==> config.mk <==
export PLATFORM = sky130hd
export DESIGN_NAME = ahb_i3c_csr_top
export DESIGN_NICKNAME = d
export VERILOG_FILES = /design/src/hdl/ahb_pkg.sv /design/src/hdl/i3c_csr_pkg.sv /design/src/hdl/ahb_csr_bridge.sv /design/src/hdl/ahb_i3c_csr_top.sv /design/src/hdl/i3c_csr.sv
export SDC_FILE = /design/constraint.sdc
export NUM_CORES = 1
export LEC_CHECK = 0
export ABC_AREA = 1
export BUFFER_PORTS_ARGS = -buffer_cell sky130_fd_sc_hd__buf_4
export CELL_PAD_IN_SITES_DETAIL_PLACEMENT = 1
export CELL_PAD_IN_SITES_GLOBAL_PLACEMENT = 1
export CORE_MARGIN = 10
export CORE_UTILIZATION = 34
export CTS_CLUSTER_SIZE = 40
export DETAILED_ROUTE_END_ITERATION = 8
export PLACE_DENSITY = 0.88
export SLEW_MARGIN = 20
export SYNTH_ARGS = -nofsm -noshare
export SYNTH_HDL_FRONTEND = slang
export SYNTH_SLANG_ARGS = --single-unit
==> constraint.sdc <==
create_clock -name hclk_i -period 3.16 [get_ports hclk_i]
set_input_delay 0.158 -clock hclk_i [delete_from_list [all_inputs] [get_ports hclk_i]]
set_output_delay 0.158 -clock hclk_i [all_outputs]
set_load 0.1 [all_outputs]
==> src/hdl/ahb_pkg.sv <==
////////////////////////////////////////////////////////////
// AHB-Lite protocol widths, transfer type and size enums,
// request and response structs
////////////////////////////////////////////////////////////
`default_nettype none

package ahb_pkg;

  localparam int unsigned AHB_ADDR_WIDTH = 32;
  localparam int unsigned AHB_DATA_WIDTH = 64;
  localparam int unsigned AHB_STRB_WIDTH = AHB_DATA_WIDTH / 8;

  typedef enum logic [1:0] {
    IDLE   = 2'b00,
    BUSY   = 2'b01,
    NONSEQ = 2'b10,
    SEQ    = 2'b11
  } htrans_e;

  typedef enum logic [2:0] {
    BYTE  = 3'b000,
    HALF  = 3'b001,
    WORD  = 3'b010,
    DWORD = 3'b011  // Wider than any CSR
  } hsize_e;

  typedef struct packed {
    logic                      hsel;
    logic                      hready;
    logic [AHB_ADDR_WIDTH-1:0] haddr;
    htrans_e                   htrans;
    hsize_e                    hsize;
    logic                      hwrite;
    logic [AHB_DATA_WIDTH-1:0] hwdata;
    logic [AHB_STRB_WIDTH-1:0] hwstrb;
  } ahb_req_t;

  typedef struct packed {
    logic [AHB_DATA_WIDTH-1:0] hrdata;
    logic                      hreadyout;
    logic                      hresp;  // High for ERROR
  } ahb_rsp_t;

endpackage

`default_nettype wire

==> src/hdl/i3c_csr_pkg.sv <==
////////////////////////////////////////////////////////////
// I3C register map, CPU interface structs and
// hardware field structs
////////////////////////////////////////////////////////////
`default_nettype none

package i3c_csr_pkg;

  localparam int unsigned CSR_DATA_WIDTH = 32;
  localparam int unsigned CSR_ADDR_WIDTH = 8;

  // Field positions and widths
  localparam int unsigned BUS_ENABLE_BIT     = 0;
  localparam int unsigned RESUME_BIT         = 1;
  localparam int unsigned DYN_ADDR_LSB       = 16;
  localparam int unsigned DYN_ADDR_WIDTH     = 7;
  localparam int unsigned DYN_ADDR_VALID_BIT = 31;
  localparam int unsigned RESET_CTRL_WIDTH   = 6;
  localparam int unsigned INTR_WIDTH         = 8;

  localparam logic [CSR_DATA_WIDTH-1:0] HC_VERSION_VALUE = 32'h0000_0120;

  typedef enum logic [CSR_ADDR_WIDTH-1:0] {
    HC_VERSION             = 8'h00,
    HC_CONTROL             = 8'h04,
    CONTROLLER_DEVICE_ADDR = 8'h08,
    RESET_CONTROL          = 8'h0C,
    INTR_STATUS            = 8'h10,  // W1C
    SCRATCH                = 8'h14
  } csr_reg_e;

  typedef struct packed {
    logic                      req;
    logic                      is_wr;
    logic [CSR_ADDR_WIDTH-1:0] addr;
    logic [CSR_DATA_WIDTH-1:0] wr_data;
    logic [CSR_DATA_WIDTH-1:0] wr_biten;
  } cpuif_req_t;

  typedef struct packed {
    logic                      rd_ack;
    logic                      rd_err;
    logic [CSR_DATA_WIDTH-1:0] rd_data;
    logic                      wr_ack;
    logic                      wr_err;
  } cpuif_rsp_t;

  typedef struct packed {
    logic                        dyn_addr_we;
    logic [DYN_ADDR_WIDTH-1:0]   dyn_addr;
    logic                        dyn_addr_valid;
    logic [RESET_CTRL_WIDTH-1:0] reset_hwclr;
    logic [INTR_WIDTH-1:0]       intr_set;  // Pulses
  } hwif_in_t;

  typedef struct packed {
    logic                        bus_enable;
    logic                        resume;
    logic [DYN_ADDR_WIDTH-1:0]   dyn_addr;
    logic                        dyn_addr_valid;
    logic [RESET_CTRL_WIDTH-1:0] reset_ctrl;
  } hwif_out_t;

endpackage

`default_nettype wire

==> src/hdl/ahb_csr_bridge.sv <==
////////////////////////////////////////////////////////////
// AHB-Lite slave to CSR request bridge with byte lane
// selection and two-cycle error response
////////////////////////////////////////////////////////////
`timescale 1ns/1ps
`default_nettype none

module ahb_csr_bridge (
  input  wire logic                    hclk_i,
  input  wire logic                    rst_i,
  input  wire ahb_pkg::ahb_req_t       ahb_req_i,
  output ahb_pkg::ahb_rsp_t            ahb_rsp_o,
  output i3c_csr_pkg::cpuif_req_t      cpuif_req_o,
  input  wire i3c_csr_pkg::cpuif_rsp_t cpuif_rsp_i
);

  typedef enum logic [1:0] {
    IDLE,
    ACCESS,
    WAIT_ACK,
    ERROR  // Second error cycle
  } state_e;

  state_e state_q;
  state_e state_d;

  logic accept;
  logic size_ok;
  logic ack;
  logic ack_err;
  logic err_first;
  logic hreadyout;
  logic hresp;
  logic lane;

  logic                                      write_q;
  logic                                      size_err_q;
  logic [i3c_csr_pkg::CSR_ADDR_WIDTH-1:0]    addr_q;
  logic [i3c_csr_pkg::CSR_DATA_WIDTH-1:0]    biten_q;
  logic [i3c_csr_pkg::CSR_DATA_WIDTH-1:0]    biten_d;
  logic [ahb_pkg::AHB_DATA_WIDTH-1:0]        rdata_lane;

  assign accept = ahb_req_i.hsel && ahb_req_i.hready && hreadyout &&
                  (ahb_req_i.htrans == ahb_pkg::NONSEQ || ahb_req_i.htrans == ahb_pkg::SEQ);

  assign ack     = cpuif_rsp_i.rd_ack || cpuif_rsp_i.wr_ack;
  assign ack_err = (cpuif_rsp_i.rd_ack && cpuif_rsp_i.rd_err) ||
                   (cpuif_rsp_i.wr_ack && cpuif_rsp_i.wr_err);
  assign lane    = addr_q[2];  // Upper 32-bit lane

  // Byte enables from size and low address bits
  always_comb begin
    size_ok = 1'b1;
    biten_d = '0;
    case (ahb_req_i.hsize)
      ahb_pkg::BYTE: biten_d = 32'h0000_00FF << {ahb_req_i.haddr[1:0], 3'b000};
      ahb_pkg::HALF: biten_d = 32'h0000_FFFF << {ahb_req_i.haddr[1], 4'b0000};
      ahb_pkg::WORD: biten_d = '1;
      default:       size_ok = 1'b0;
    endcase
  end

  always_comb begin
    state_d = state_q;
    case (state_q)
      IDLE:     if (accept) state_d = ACCESS;
      ACCESS:   state_d = size_err_q ? ERROR : WAIT_ACK;
      WAIT_ACK: begin
        if (ack_err) state_d = ERROR;
        else if (ack) state_d = accept ? ACCESS : IDLE;
      end
      ERROR:    state_d = accept ? ACCESS : IDLE;
      default:  state_d = IDLE;
    endcase
  end

  always_ff @(posedge hclk_i) begin
    if (rst_i) begin
      state_q    <= IDLE;
      write_q    <= 1'b0;
      size_err_q <= 1'b0;
    end else begin
      state_q <= state_d;
      if (accept) begin
        write_q    <= ahb_req_i.hwrite;
        size_err_q <= !size_ok;
      end
    end
  end

  always_ff @(posedge hclk_i) begin
    if (accept) begin
      addr_q  <= ahb_req_i.haddr[i3c_csr_pkg::CSR_ADDR_WIDTH-1:0];  // Upper bits alias
      biten_q <= biten_d;
    end
  end

  assign err_first = (state_q == ACCESS && size_err_q) || (state_q == WAIT_ACK && ack_err);
  assign hreadyout = (state_q == IDLE) || (state_q == ERROR) ||
                     (state_q == WAIT_ACK && ack && !ack_err);
  assign hresp     = err_first || (state_q == ERROR);

  assign rdata_lane = lane ? {cpuif_rsp_i.rd_data, {i3c_csr_pkg::CSR_DATA_WIDTH{1'b0}}}
                           : {{i3c_csr_pkg::CSR_DATA_WIDTH{1'b0}}, cpuif_rsp_i.rd_data};

  always_comb begin
    ahb_rsp_o.hrdata    = rdata_lane;
    ahb_rsp_o.hreadyout = hreadyout;
    ahb_rsp_o.hresp     = hresp;
  end

  // hwdata is valid in the strobe cycle
  always_comb begin
    cpuif_req_o.req      = (state_q == ACCESS) && !size_err_q;
    cpuif_req_o.is_wr    = write_q;
    cpuif_req_o.addr     = addr_q;
    cpuif_req_o.wr_data  = lane ? ahb_req_i.hwdata[63:32] : ahb_req_i.hwdata[31:0];
    cpuif_req_o.wr_biten = biten_q;
  end

  // A strobe is followed by a wait without a second strobe
  assert property (@(posedge hclk_i) disable iff (rst_i)
    cpuif_req_o.req |=> (state_q == WAIT_ACK) && !cpuif_req_o.req);

  // First error cycle holds hreadyout low, then ERROR completes
  assert property (@(posedge hclk_i) disable iff (rst_i)
    err_first |=> hresp && hreadyout && $past(!hreadyout));

endmodule

`default_nettype wire

==> src/hdl/ahb_i3c_csr_top.sv <==
////////////////////////////////////////////////////////////
// AHB-Lite access to the I3C register block
////////////////////////////////////////////////////////////
`timescale 1ns/1ps
`default_nettype none

module ahb_i3c_csr_top (
  input  wire logic                  hclk_i,
  input  wire logic                  rst_i,
  input  wire ahb_pkg::ahb_req_t     ahb_req_i,
  output ahb_pkg::ahb_rsp_t          ahb_rsp_o,
  input  wire i3c_csr_pkg::hwif_in_t hwif_i,
  output i3c_csr_pkg::hwif_out_t     hwif_o
);

  // CPU interface between bridge and registers
  i3c_csr_pkg::cpuif_req_t cpuif_req;
  i3c_csr_pkg::cpuif_rsp_t cpuif_rsp;

  ahb_csr_bridge u_bridge (
    .hclk_i      (hclk_i),
    .rst_i       (rst_i),
    .ahb_req_i   (ahb_req_i),
    .ahb_rsp_o   (ahb_rsp_o),
    .cpuif_req_o (cpuif_req),
    .cpuif_rsp_i (cpuif_rsp)
  );

  i3c_csr u_csr (
    .hclk_i      (hclk_i),
    .rst_i       (rst_i),
    .cpuif_req_i (cpuif_req),
    .cpuif_rsp_o (cpuif_rsp),
    .hwif_i      (hwif_i),   // Fields from the controller core
    .hwif_o      (hwif_o)
  );

endmodule

`default_nettype wire

==> src/hdl/i3c_csr.sv <==
////////////////////////////////////////////////////////////
// I3C control and status registers with software and
// hardware field access
////////////////////////////////////////////////////////////
`timescale 1ns/1ps
`default_nettype none

module i3c_csr (
  input  wire logic                    hclk_i,
  input  wire logic                    rst_i,
  input  wire i3c_csr_pkg::cpuif_req_t cpuif_req_i,
  output i3c_csr_pkg::cpuif_rsp_t      cpuif_rsp_o,
  input  wire i3c_csr_pkg::hwif_in_t   hwif_i,
  output i3c_csr_pkg::hwif_out_t       hwif_o
);

  logic                                     bus_enable_q;
  logic                                     resume_q;
  logic [i3c_csr_pkg::DYN_ADDR_WIDTH-1:0]   dyn_addr_q;
  logic                                     dyn_addr_valid_q;
  logic [i3c_csr_pkg::RESET_CTRL_WIDTH-1:0] reset_ctrl_q;
  logic [i3c_csr_pkg::INTR_WIDTH-1:0]       intr_status_q;
  logic [i3c_csr_pkg::CSR_DATA_WIDTH-1:0]   scratch_q;

  logic [i3c_csr_pkg::CSR_ADDR_WIDTH-1:0]   word_addr;
  logic [i3c_csr_pkg::CSR_DATA_WIDTH-1:0]   reg_word;
  logic [i3c_csr_pkg::CSR_DATA_WIDTH-1:0]   wr_merged;
  logic [i3c_csr_pkg::CSR_DATA_WIDTH-1:0]   wr_ones;
  logic [i3c_csr_pkg::CSR_DATA_WIDTH-1:0]   rd_data_q;
  logic [i3c_csr_pkg::INTR_WIDTH-1:0]       intr_clr;
  logic                                     rd_stb;
  logic                                     wr_stb;
  logic                                     mapped;
  logic                                     rd_ack_q;
  logic                                     wr_ack_q;
  logic                                     err_q;

  assign word_addr = {cpuif_req_i.addr[i3c_csr_pkg::CSR_ADDR_WIDTH-1:2], 2'b00};
  assign rd_stb    = cpuif_req_i.req && !cpuif_req_i.is_wr;
  assign wr_stb    = cpuif_req_i.req && cpuif_req_i.is_wr;

  // Current value of the addressed register
  always_comb begin
    mapped   = 1'b1;
    reg_word = '0;
    case (word_addr)
      i3c_csr_pkg::HC_VERSION: reg_word = i3c_csr_pkg::HC_VERSION_VALUE;
      i3c_csr_pkg::HC_CONTROL: begin
        reg_word[i3c_csr_pkg::BUS_ENABLE_BIT] = bus_enable_q;
        reg_word[i3c_csr_pkg::RESUME_BIT]     = resume_q;
      end
      i3c_csr_pkg::CONTROLLER_DEVICE_ADDR: begin
        reg_word[i3c_csr_pkg::DYN_ADDR_LSB +: i3c_csr_pkg::DYN_ADDR_WIDTH] = dyn_addr_q;
        reg_word[i3c_csr_pkg::DYN_ADDR_VALID_BIT] = dyn_addr_valid_q;
      end
      i3c_csr_pkg::RESET_CONTROL: reg_word[i3c_csr_pkg::RESET_CTRL_WIDTH-1:0] = reset_ctrl_q;
      i3c_csr_pkg::INTR_STATUS:   reg_word[i3c_csr_pkg::INTR_WIDTH-1:0] = intr_status_q;
      i3c_csr_pkg::SCRATCH:       reg_word = scratch_q;
      default:                    mapped = 1'b0;
    endcase
  end

  assign wr_merged = (reg_word & ~cpuif_req_i.wr_biten) |
                     (cpuif_req_i.wr_data & cpuif_req_i.wr_biten);
  assign wr_ones   = cpuif_req_i.wr_data & cpuif_req_i.wr_biten;
  assign intr_clr  = (wr_stb && word_addr == i3c_csr_pkg::INTR_STATUS) ?
                     wr_ones[i3c_csr_pkg::INTR_WIDTH-1:0] : '0;

  always_ff @(posedge hclk_i) begin
    if (rst_i) begin
      bus_enable_q     <= 1'b0;
      resume_q         <= 1'b0;
      dyn_addr_q       <= '0;
      dyn_addr_valid_q <= 1'b0;
      reset_ctrl_q     <= '0;
      intr_status_q    <= '0;
      scratch_q        <= '0;
    end else begin
      if (wr_stb && word_addr == i3c_csr_pkg::HC_CONTROL) begin
        bus_enable_q <= wr_merged[i3c_csr_pkg::BUS_ENABLE_BIT];
        resume_q     <= wr_merged[i3c_csr_pkg::RESUME_BIT];
      end
      if (hwif_i.dyn_addr_we) begin  // Hardware load has priority
        dyn_addr_q       <= hwif_i.dyn_addr;
        dyn_addr_valid_q <= hwif_i.dyn_addr_valid;
      end else if (wr_stb && word_addr == i3c_csr_pkg::CONTROLLER_DEVICE_ADDR) begin
        dyn_addr_q       <= wr_merged[i3c_csr_pkg::DYN_ADDR_LSB +: i3c_csr_pkg::DYN_ADDR_WIDTH];
        dyn_addr_valid_q <= wr_merged[i3c_csr_pkg::DYN_ADDR_VALID_BIT];
      end
      if (wr_stb && word_addr == i3c_csr_pkg::RESET_CONTROL)
        reset_ctrl_q <= wr_merged[i3c_csr_pkg::RESET_CTRL_WIDTH-1:0] & ~hwif_i.reset_hwclr;
      else
        reset_ctrl_q <= reset_ctrl_q & ~hwif_i.reset_hwclr;
      intr_status_q <= (intr_status_q & ~intr_clr) | hwif_i.intr_set;  // Set wins
      if (wr_stb && word_addr == i3c_csr_pkg::SCRATCH) scratch_q <= wr_merged;
    end
  end

  always_ff @(posedge hclk_i) begin
    if (rst_i) begin
      rd_ack_q <= 1'b0;
      wr_ack_q <= 1'b0;
      err_q    <= 1'b0;
    end else begin
      rd_ack_q <= rd_stb;
      wr_ack_q <= wr_stb;
      err_q    <= cpuif_req_i.req && !mapped;
    end
  end

  always_ff @(posedge hclk_i) begin
    if (rd_stb) rd_data_q <= reg_word;  // Value before a same-cycle write
  end

  always_comb begin
    cpuif_rsp_o.rd_ack  = rd_ack_q;
    cpuif_rsp_o.rd_err  = rd_ack_q && err_q;
    cpuif_rsp_o.rd_data = rd_data_q;
    cpuif_rsp_o.wr_ack  = wr_ack_q;
    cpuif_rsp_o.wr_err  = wr_ack_q && err_q;
  end

  always_comb begin
    hwif_o.bus_enable     = bus_enable_q;
    hwif_o.resume         = resume_q;
    hwif_o.dyn_addr       = dyn_addr_q;
    hwif_o.dyn_addr_valid = dyn_addr_valid_q;
    hwif_o.reset_ctrl     = reset_ctrl_q;
  end

  assert property (@(posedge hclk_i) disable iff (rst_i)
    !(cpuif_rsp_o.rd_ack && cpuif_rsp_o.wr_ack));

  // Acks only answer the previous cycle's strobe
  assert property (@(posedge hclk_i) disable iff (rst_i)
    (cpuif_rsp_o.rd_ack || cpuif_rsp_o.wr_ack) |-> $past(cpuif_req_i.req));

endmodule

`default_nettype wire

Word-level counts from Yosys, hierarchy flattened
Cells that the tools add are included.
W data, S select, Z words.
{"block": "totals", "ff_bits": 135, "out_inout_bits": 82, "elab_cells": 105}
{"block": "op_classes", "n_eq_ne": 14, "shifts": 2, "mux": 24, "bitwise_logic": 10, "n_reduce_logical": 39}
{"cell": "$pmux W32 S3", "n": 1}
{"cell": "$and A32 B32 Y32", "n": 2}
{"cell": "$mux W64", "n": 1}
{"cell": "$mux W32", "n": 1}
{"cell": "$not A32 Y32", "n": 1}
{"cell": "$or A32 B32 Y32", "n": 1}
{"cell": "$shl A16 B5 Y32 const A", "n": 1}
{"cell": "$shl A8 B5 Y32 const A", "n": 1}
{"cell": "$logic_and A1 B1 Y1", "n": 20}
{"cell": "$mux W8", "n": 2}
{"cell": "$pmux W2 S4", "n": 2}
{"cell": "$pmux W4 S4", "n": 1}
{"cell": "$pmux W8 S2", "n": 1}
{"cell": "$mux W7", "n": 2}
{"cell": "$pmux W7 S2", "n": 1}
{"cell": "$and A6 B6 Y6", "n": 2}
{"cell": "$eq A6 B2 Y1 const B", "n": 2}
{"cell": "$eq A6 B3 Y1 const B", "n": 2}
{"cell": "$and A8 B8 Y8", "n": 1}
{"cell": "$eq A2 B2 Y1 const B", "n": 4}
{"cell": "$logic_not A8 Y1", "n": 1}
{"cell": "$not A8 Y8", "n": 1}
{"cell": "$or A8 B8 Y8", "n": 1}
{"cell": "$logic_or A1 B1 Y1", "n": 7}
{"cell": "other kinds (19)", "n": 30}

Longest topological paths before layout
{"block": "depth", "word_depth": 12, "ltp_mapped": 12, "mapped_depth_nobuf": 10}

Cells and area by module
From an unflattened synthesis, not the netlist that was laid out.
{"block": "hier_totals", "hier_cells": 838, "area_unflattened_um2": 6123.4}
{"mod": "i3c_csr", "n_inst": 1, "cells_per_inst": 558, "area_each_um2": 4245.3, "seq_area_each_um2": 2142.1}
{"mod": "ahb_csr_bridge", "n_inst": 1, "cells_per_inst": 280, "area_each_um2": 1878.1, "seq_area_each_um2": 440.4}

Least setup slack after synthesis
No wires, ideal clock.
{"block": "synth_timing", "path_kind": "register to register", "start": "register u_bridge.state_q[1]", "end": "register u_csr.rd_data_q[0] in the netlist's numbering, enable pin", "setup_time_ns": 0.421, "t_arrival_ns": 2.081, "required_ns": 2.739, "setup_slack_ns": 0.658, "path_stages_with_launch": 5, "synth_period_minus_slack_ns": 2.502, "path_cell_list": "dfxtp_1 > inv_1 > ha_1 > nand2_1 > nor2_1"}
{"block": "synth_between", "elab_chain_cells": 3}
{"item": "start: declaration", "line_no": "ahb_csr_bridge.sv:24", "text": "state_e state_q;"}
{"item": "start signal: assignment", "line_no": "ahb_csr_bridge.sv:83", "text": "state_q <= state_d;"}
{"item": "$eq A2 B1 Y1", "line_no": "ahb_csr_bridge.sv:114", "text": "cpuif_req_o.req = (state_q == ACCESS) && !size_err_q;"}
{"item": "$logic_and A1 B1 Y1", "line_no": "ahb_csr_bridge.sv:114"}
{"item": "$logic_and A1 B1 Y1", "line_no": "i3c_csr.sv:39", "text": "assign rd_stb = cpuif_req_i.req && !cpuif_req_i.is_wr;"}
{"item": "net u_csr.rd_stb", "line_no": "i3c_csr.sv:31", "text": "logic rd_stb;"}
{"item": "end signal: assignment", "line_no": "i3c_csr.sv:112", "text": "if (rd_stb) rd_data_q <= reg_word;"}
{"item": "end: declaration", "line_no": "i3c_csr.sv:29", "text": "logic [i3c_csr_pkg::CSR_DATA_WIDTH-1:0] rd_data_q;"}
The timed path passes the listed nets, and every way through them passes these cells.
A chain may end at the register's enable or synchronous reset.

==> metrics <==
Worst VDD drop between 0.3 and 0.4 mV; Vias per Instance just under 5; drt drc 0; Hold EP u_csr.intr_status_q[7]$_SDFF_PP0_; CP max FO 73; worst r2r src u_bridge.state_q[1]$_SDFFE_PP0P_; Resized Gates After CTS 0; row cnt 47; hold_sp hwif_i[7]; routed wire length just over 20 mm; most common cell after layout, fill and taps aside buf_4; #FFs+latches synth 105; DR vias 5787; fin crit share around 78%; Core Region approximately 17000 µm²; Layout fillers 2138; P_leak about 0.0038 µW; pwr dens just over 600 nW/µm²; fmax ~0.41 GHz; multi-input logic area ~2500 µm²; Die Span X 150.3 µm; Synth async-reset ratio 0%; Worst path most repeated cell buf_4; DR iter-0 viols between 200 and 250; number of nets with antenna violations after routing 0; Worst path slowest cell buf_4; antenna violations before repair 0; nets ~1100; Max clock buf depth 2; H-tree levels 3; CTS tree done; root buf cell clkbuf_16; IO buf count roughly 190; Post-Synthesis Net Count around 950; Syn-to-layout area delta 32.56%; CP Capture Type output port; Post-synth EDFFs 42; syn avg cell area about 7 µm²; Cell variety after synth 31; Detailed Routing Iterations Pass 1 4; total CTS buffers 9; pin count of the biggest net entering global routing 74; Final Setup Violations 0; CP Launch Type flip-flop; Fin Setup TNS 0 ps; sequential cell area fraction in the yosys report between 40 and 50%; full die area between 20000 and 25000 µm²; # hold bufs at CTS 6; die height 150.3 µm; Ant. Diodes 0; worst path arrival time about 2300 ps; slowest stage delay, CP between 600 and 700 ps; IO Pins roughly 220; Mapped Area 5776 µm²; CP required ~3000 ps; Hold WS 20.33 ps; clock sink total approximately 110; Worst-path clk slew 70 ps; setup bufs post-CTS 0; slew at the pin closest to its max-slew limit roughly 850 ps; Slew Viols, Final 0; Hold Violations, Final 0; post-synthesis cell count about 810; unrepaired setup endpoints after global routing no; Initial Utilization 34.70%; clock latency on the worst-skew pair roughly 350 ps; clock skew between 7 and 8 ps; Sequential Area about 2500 µm²; HPWL after DPL 15.52 mm; final weighted congestion in routability-driven placement about 0.84; number of max-cap violations 0; Worst Hold Class primary input to flip-flop; crit path kind flip-flop to output port; Worst Reg-to-Reg Cells 9; commonest cells after routing, fill and taps aside buf_4, nand2_1, inv_1; worst reg-to-reg setup slack ~870 ps; Total GRT Usage around 17%; proportion of layout cells with a drive suffix above 1 26.86%; fin crit period ~2500 ps; Critical R2R Capture u_csr.scratch_q[23]$_SDFFE_PP0P_; final core occ between 40% and 50%; Synth Flop Type dfxtp_1; Slew HR a little over two fifths; status finished, final reports clean; hold path depth 3; global-route wire length before repair 31.59 mm; number of global-route vias before repair between 6000 and 7000; DR WL/cell 16.90 µm; Synth Warn # 0; GRT overflow 0; CP Cell Sequence buf_4, buf_4, nand2_1, inv_1, buf_4
[critical path, delay by kind of cell, from the launching register on]
kind / cells / cell delay, ps
buffers and inverters: 4 / 1330
DFF: 1 / 400
and+or+nand+nor: 1 / 130
[where the power goes]
group | switching, µW | internal [µW]
registers | 98.8 | 1580
clock network | 518 | 695
logic | 1450 | 387
total | 2070 | 2660
[cell usage after synthesis (3+ instances only)]
master    number  area share, %
nand3_2       16            2.8
a21oi_1       33            2.9
inv_2          7           0.46
nor2_1       122            7.9
nor3_1         6           0.52
buf_2         13            1.1
buf_4          8            1.0
a21oi_2        7            1.1
inv_1        141            9.2
a31oi_1       14            1.5
nor2_4         4           0.78
nand4_1        3           0.32
edfxtp_1      42             22
nand2_2        8           0.87
ha_1           4           0.87
o21ai_1        5           0.43
dfxtp_1       63             22
clkbuf_1      17            1.1
nand3_1       54            4.7
nand2_1      160             10
o21ai_0       62            5.4
nor2_2        11            1.2
[routing by layer]
layer	vias to the layer above	part of all wire (%)	wire (µm)	global-route usage, %
met5	-	0	0	0
met4	0	1.6	319	5.539
met3	21	5.0	1007	3.271
met2	128	50	10110	31.19
met1	2765	44	8886	20.60
li1	2873	-	-	-
[worst max path at each step]
stage | start | cells after the start | endpoint
floorplan | u_bridge.state_q[1]$_SDFFE_PP0P_ | 4 | u_csr.rd_data_q[0]$_DFFE_PP_
global placement | u_bridge.state_q[1]$_SDFFE_PP0P_ | 9 | u_csr.scratch_q[15]$_SDFFE_PP0P_
detailed placement | u_bridge.state_q[1]$_SDFFE_PP0P_ | 9 | u_csr.scratch_q[23]$_SDFFE_PP0P_
CTS | u_bridge.addr_q[2]$_DFFE_PP_ | 5 | ahb_rsp_o[56]
global route | u_bridge.addr_q[2]$_DFFE_PP_ | 5 | ahb_rsp_o[43]
finish | u_bridge.addr_q[2]$_DFFE_PP_ | 5 | ahb_rsp_o[56]
[state kept, by name (all words and copies together) (netlist names)]
signal,flops
u_csr.scratch_q,32
u_bridge.write_q,1
u_bridge.state_q,2
u_csr.wr_ack_q,1
u_csr.err_q,1
u_csr.intr_status_q,8
u_bridge.size_err_q,1
u_csr.dyn_addr_valid_q,1
u_csr.rd_ack_q,1
u_bridge.addr_q,6
u_csr.dyn_addr_q,7
u_csr.bus_enable_q,1
u_csr.reset_ctrl_q,6
u_csr.rd_data_q,32
u_bridge.biten_q,4
u_csr.resume_q,1
[metrics by stage]
step           cells  total power [µW]  cell area [µm²]  setup slack, ps
3_5_place_dp    1181              3551             7276            878.9
6_report        1203              4727             7656            705.1
3_3_place_gp    1181              3512             7276             1009
4_1_cts         1203              4774             7656            689.9
5_1_grt         1203              4916             7656            566.9
2_1_floorplan    812              3070             5776            658.1
[area by class of cell]
cell class,count,share of cell area [%]
Multi-Input combinational cell,515,32.23
Sequential cell,105,32.95
Inverter,151,7.469
Tap cell,220,3.595
Clock buffer,9,2.942
Clock inverter,7,1.242
Timing Repair Buffer,196,19.58
[logic make-up after synthesis]
kind of cell,share of synthesized area [%]
simple gates,29.98
buf+inv,13.82
fa+ha+maj,0.8666
flops,43.67
compound gates,11.66
(Power assumes the default switching activity.)
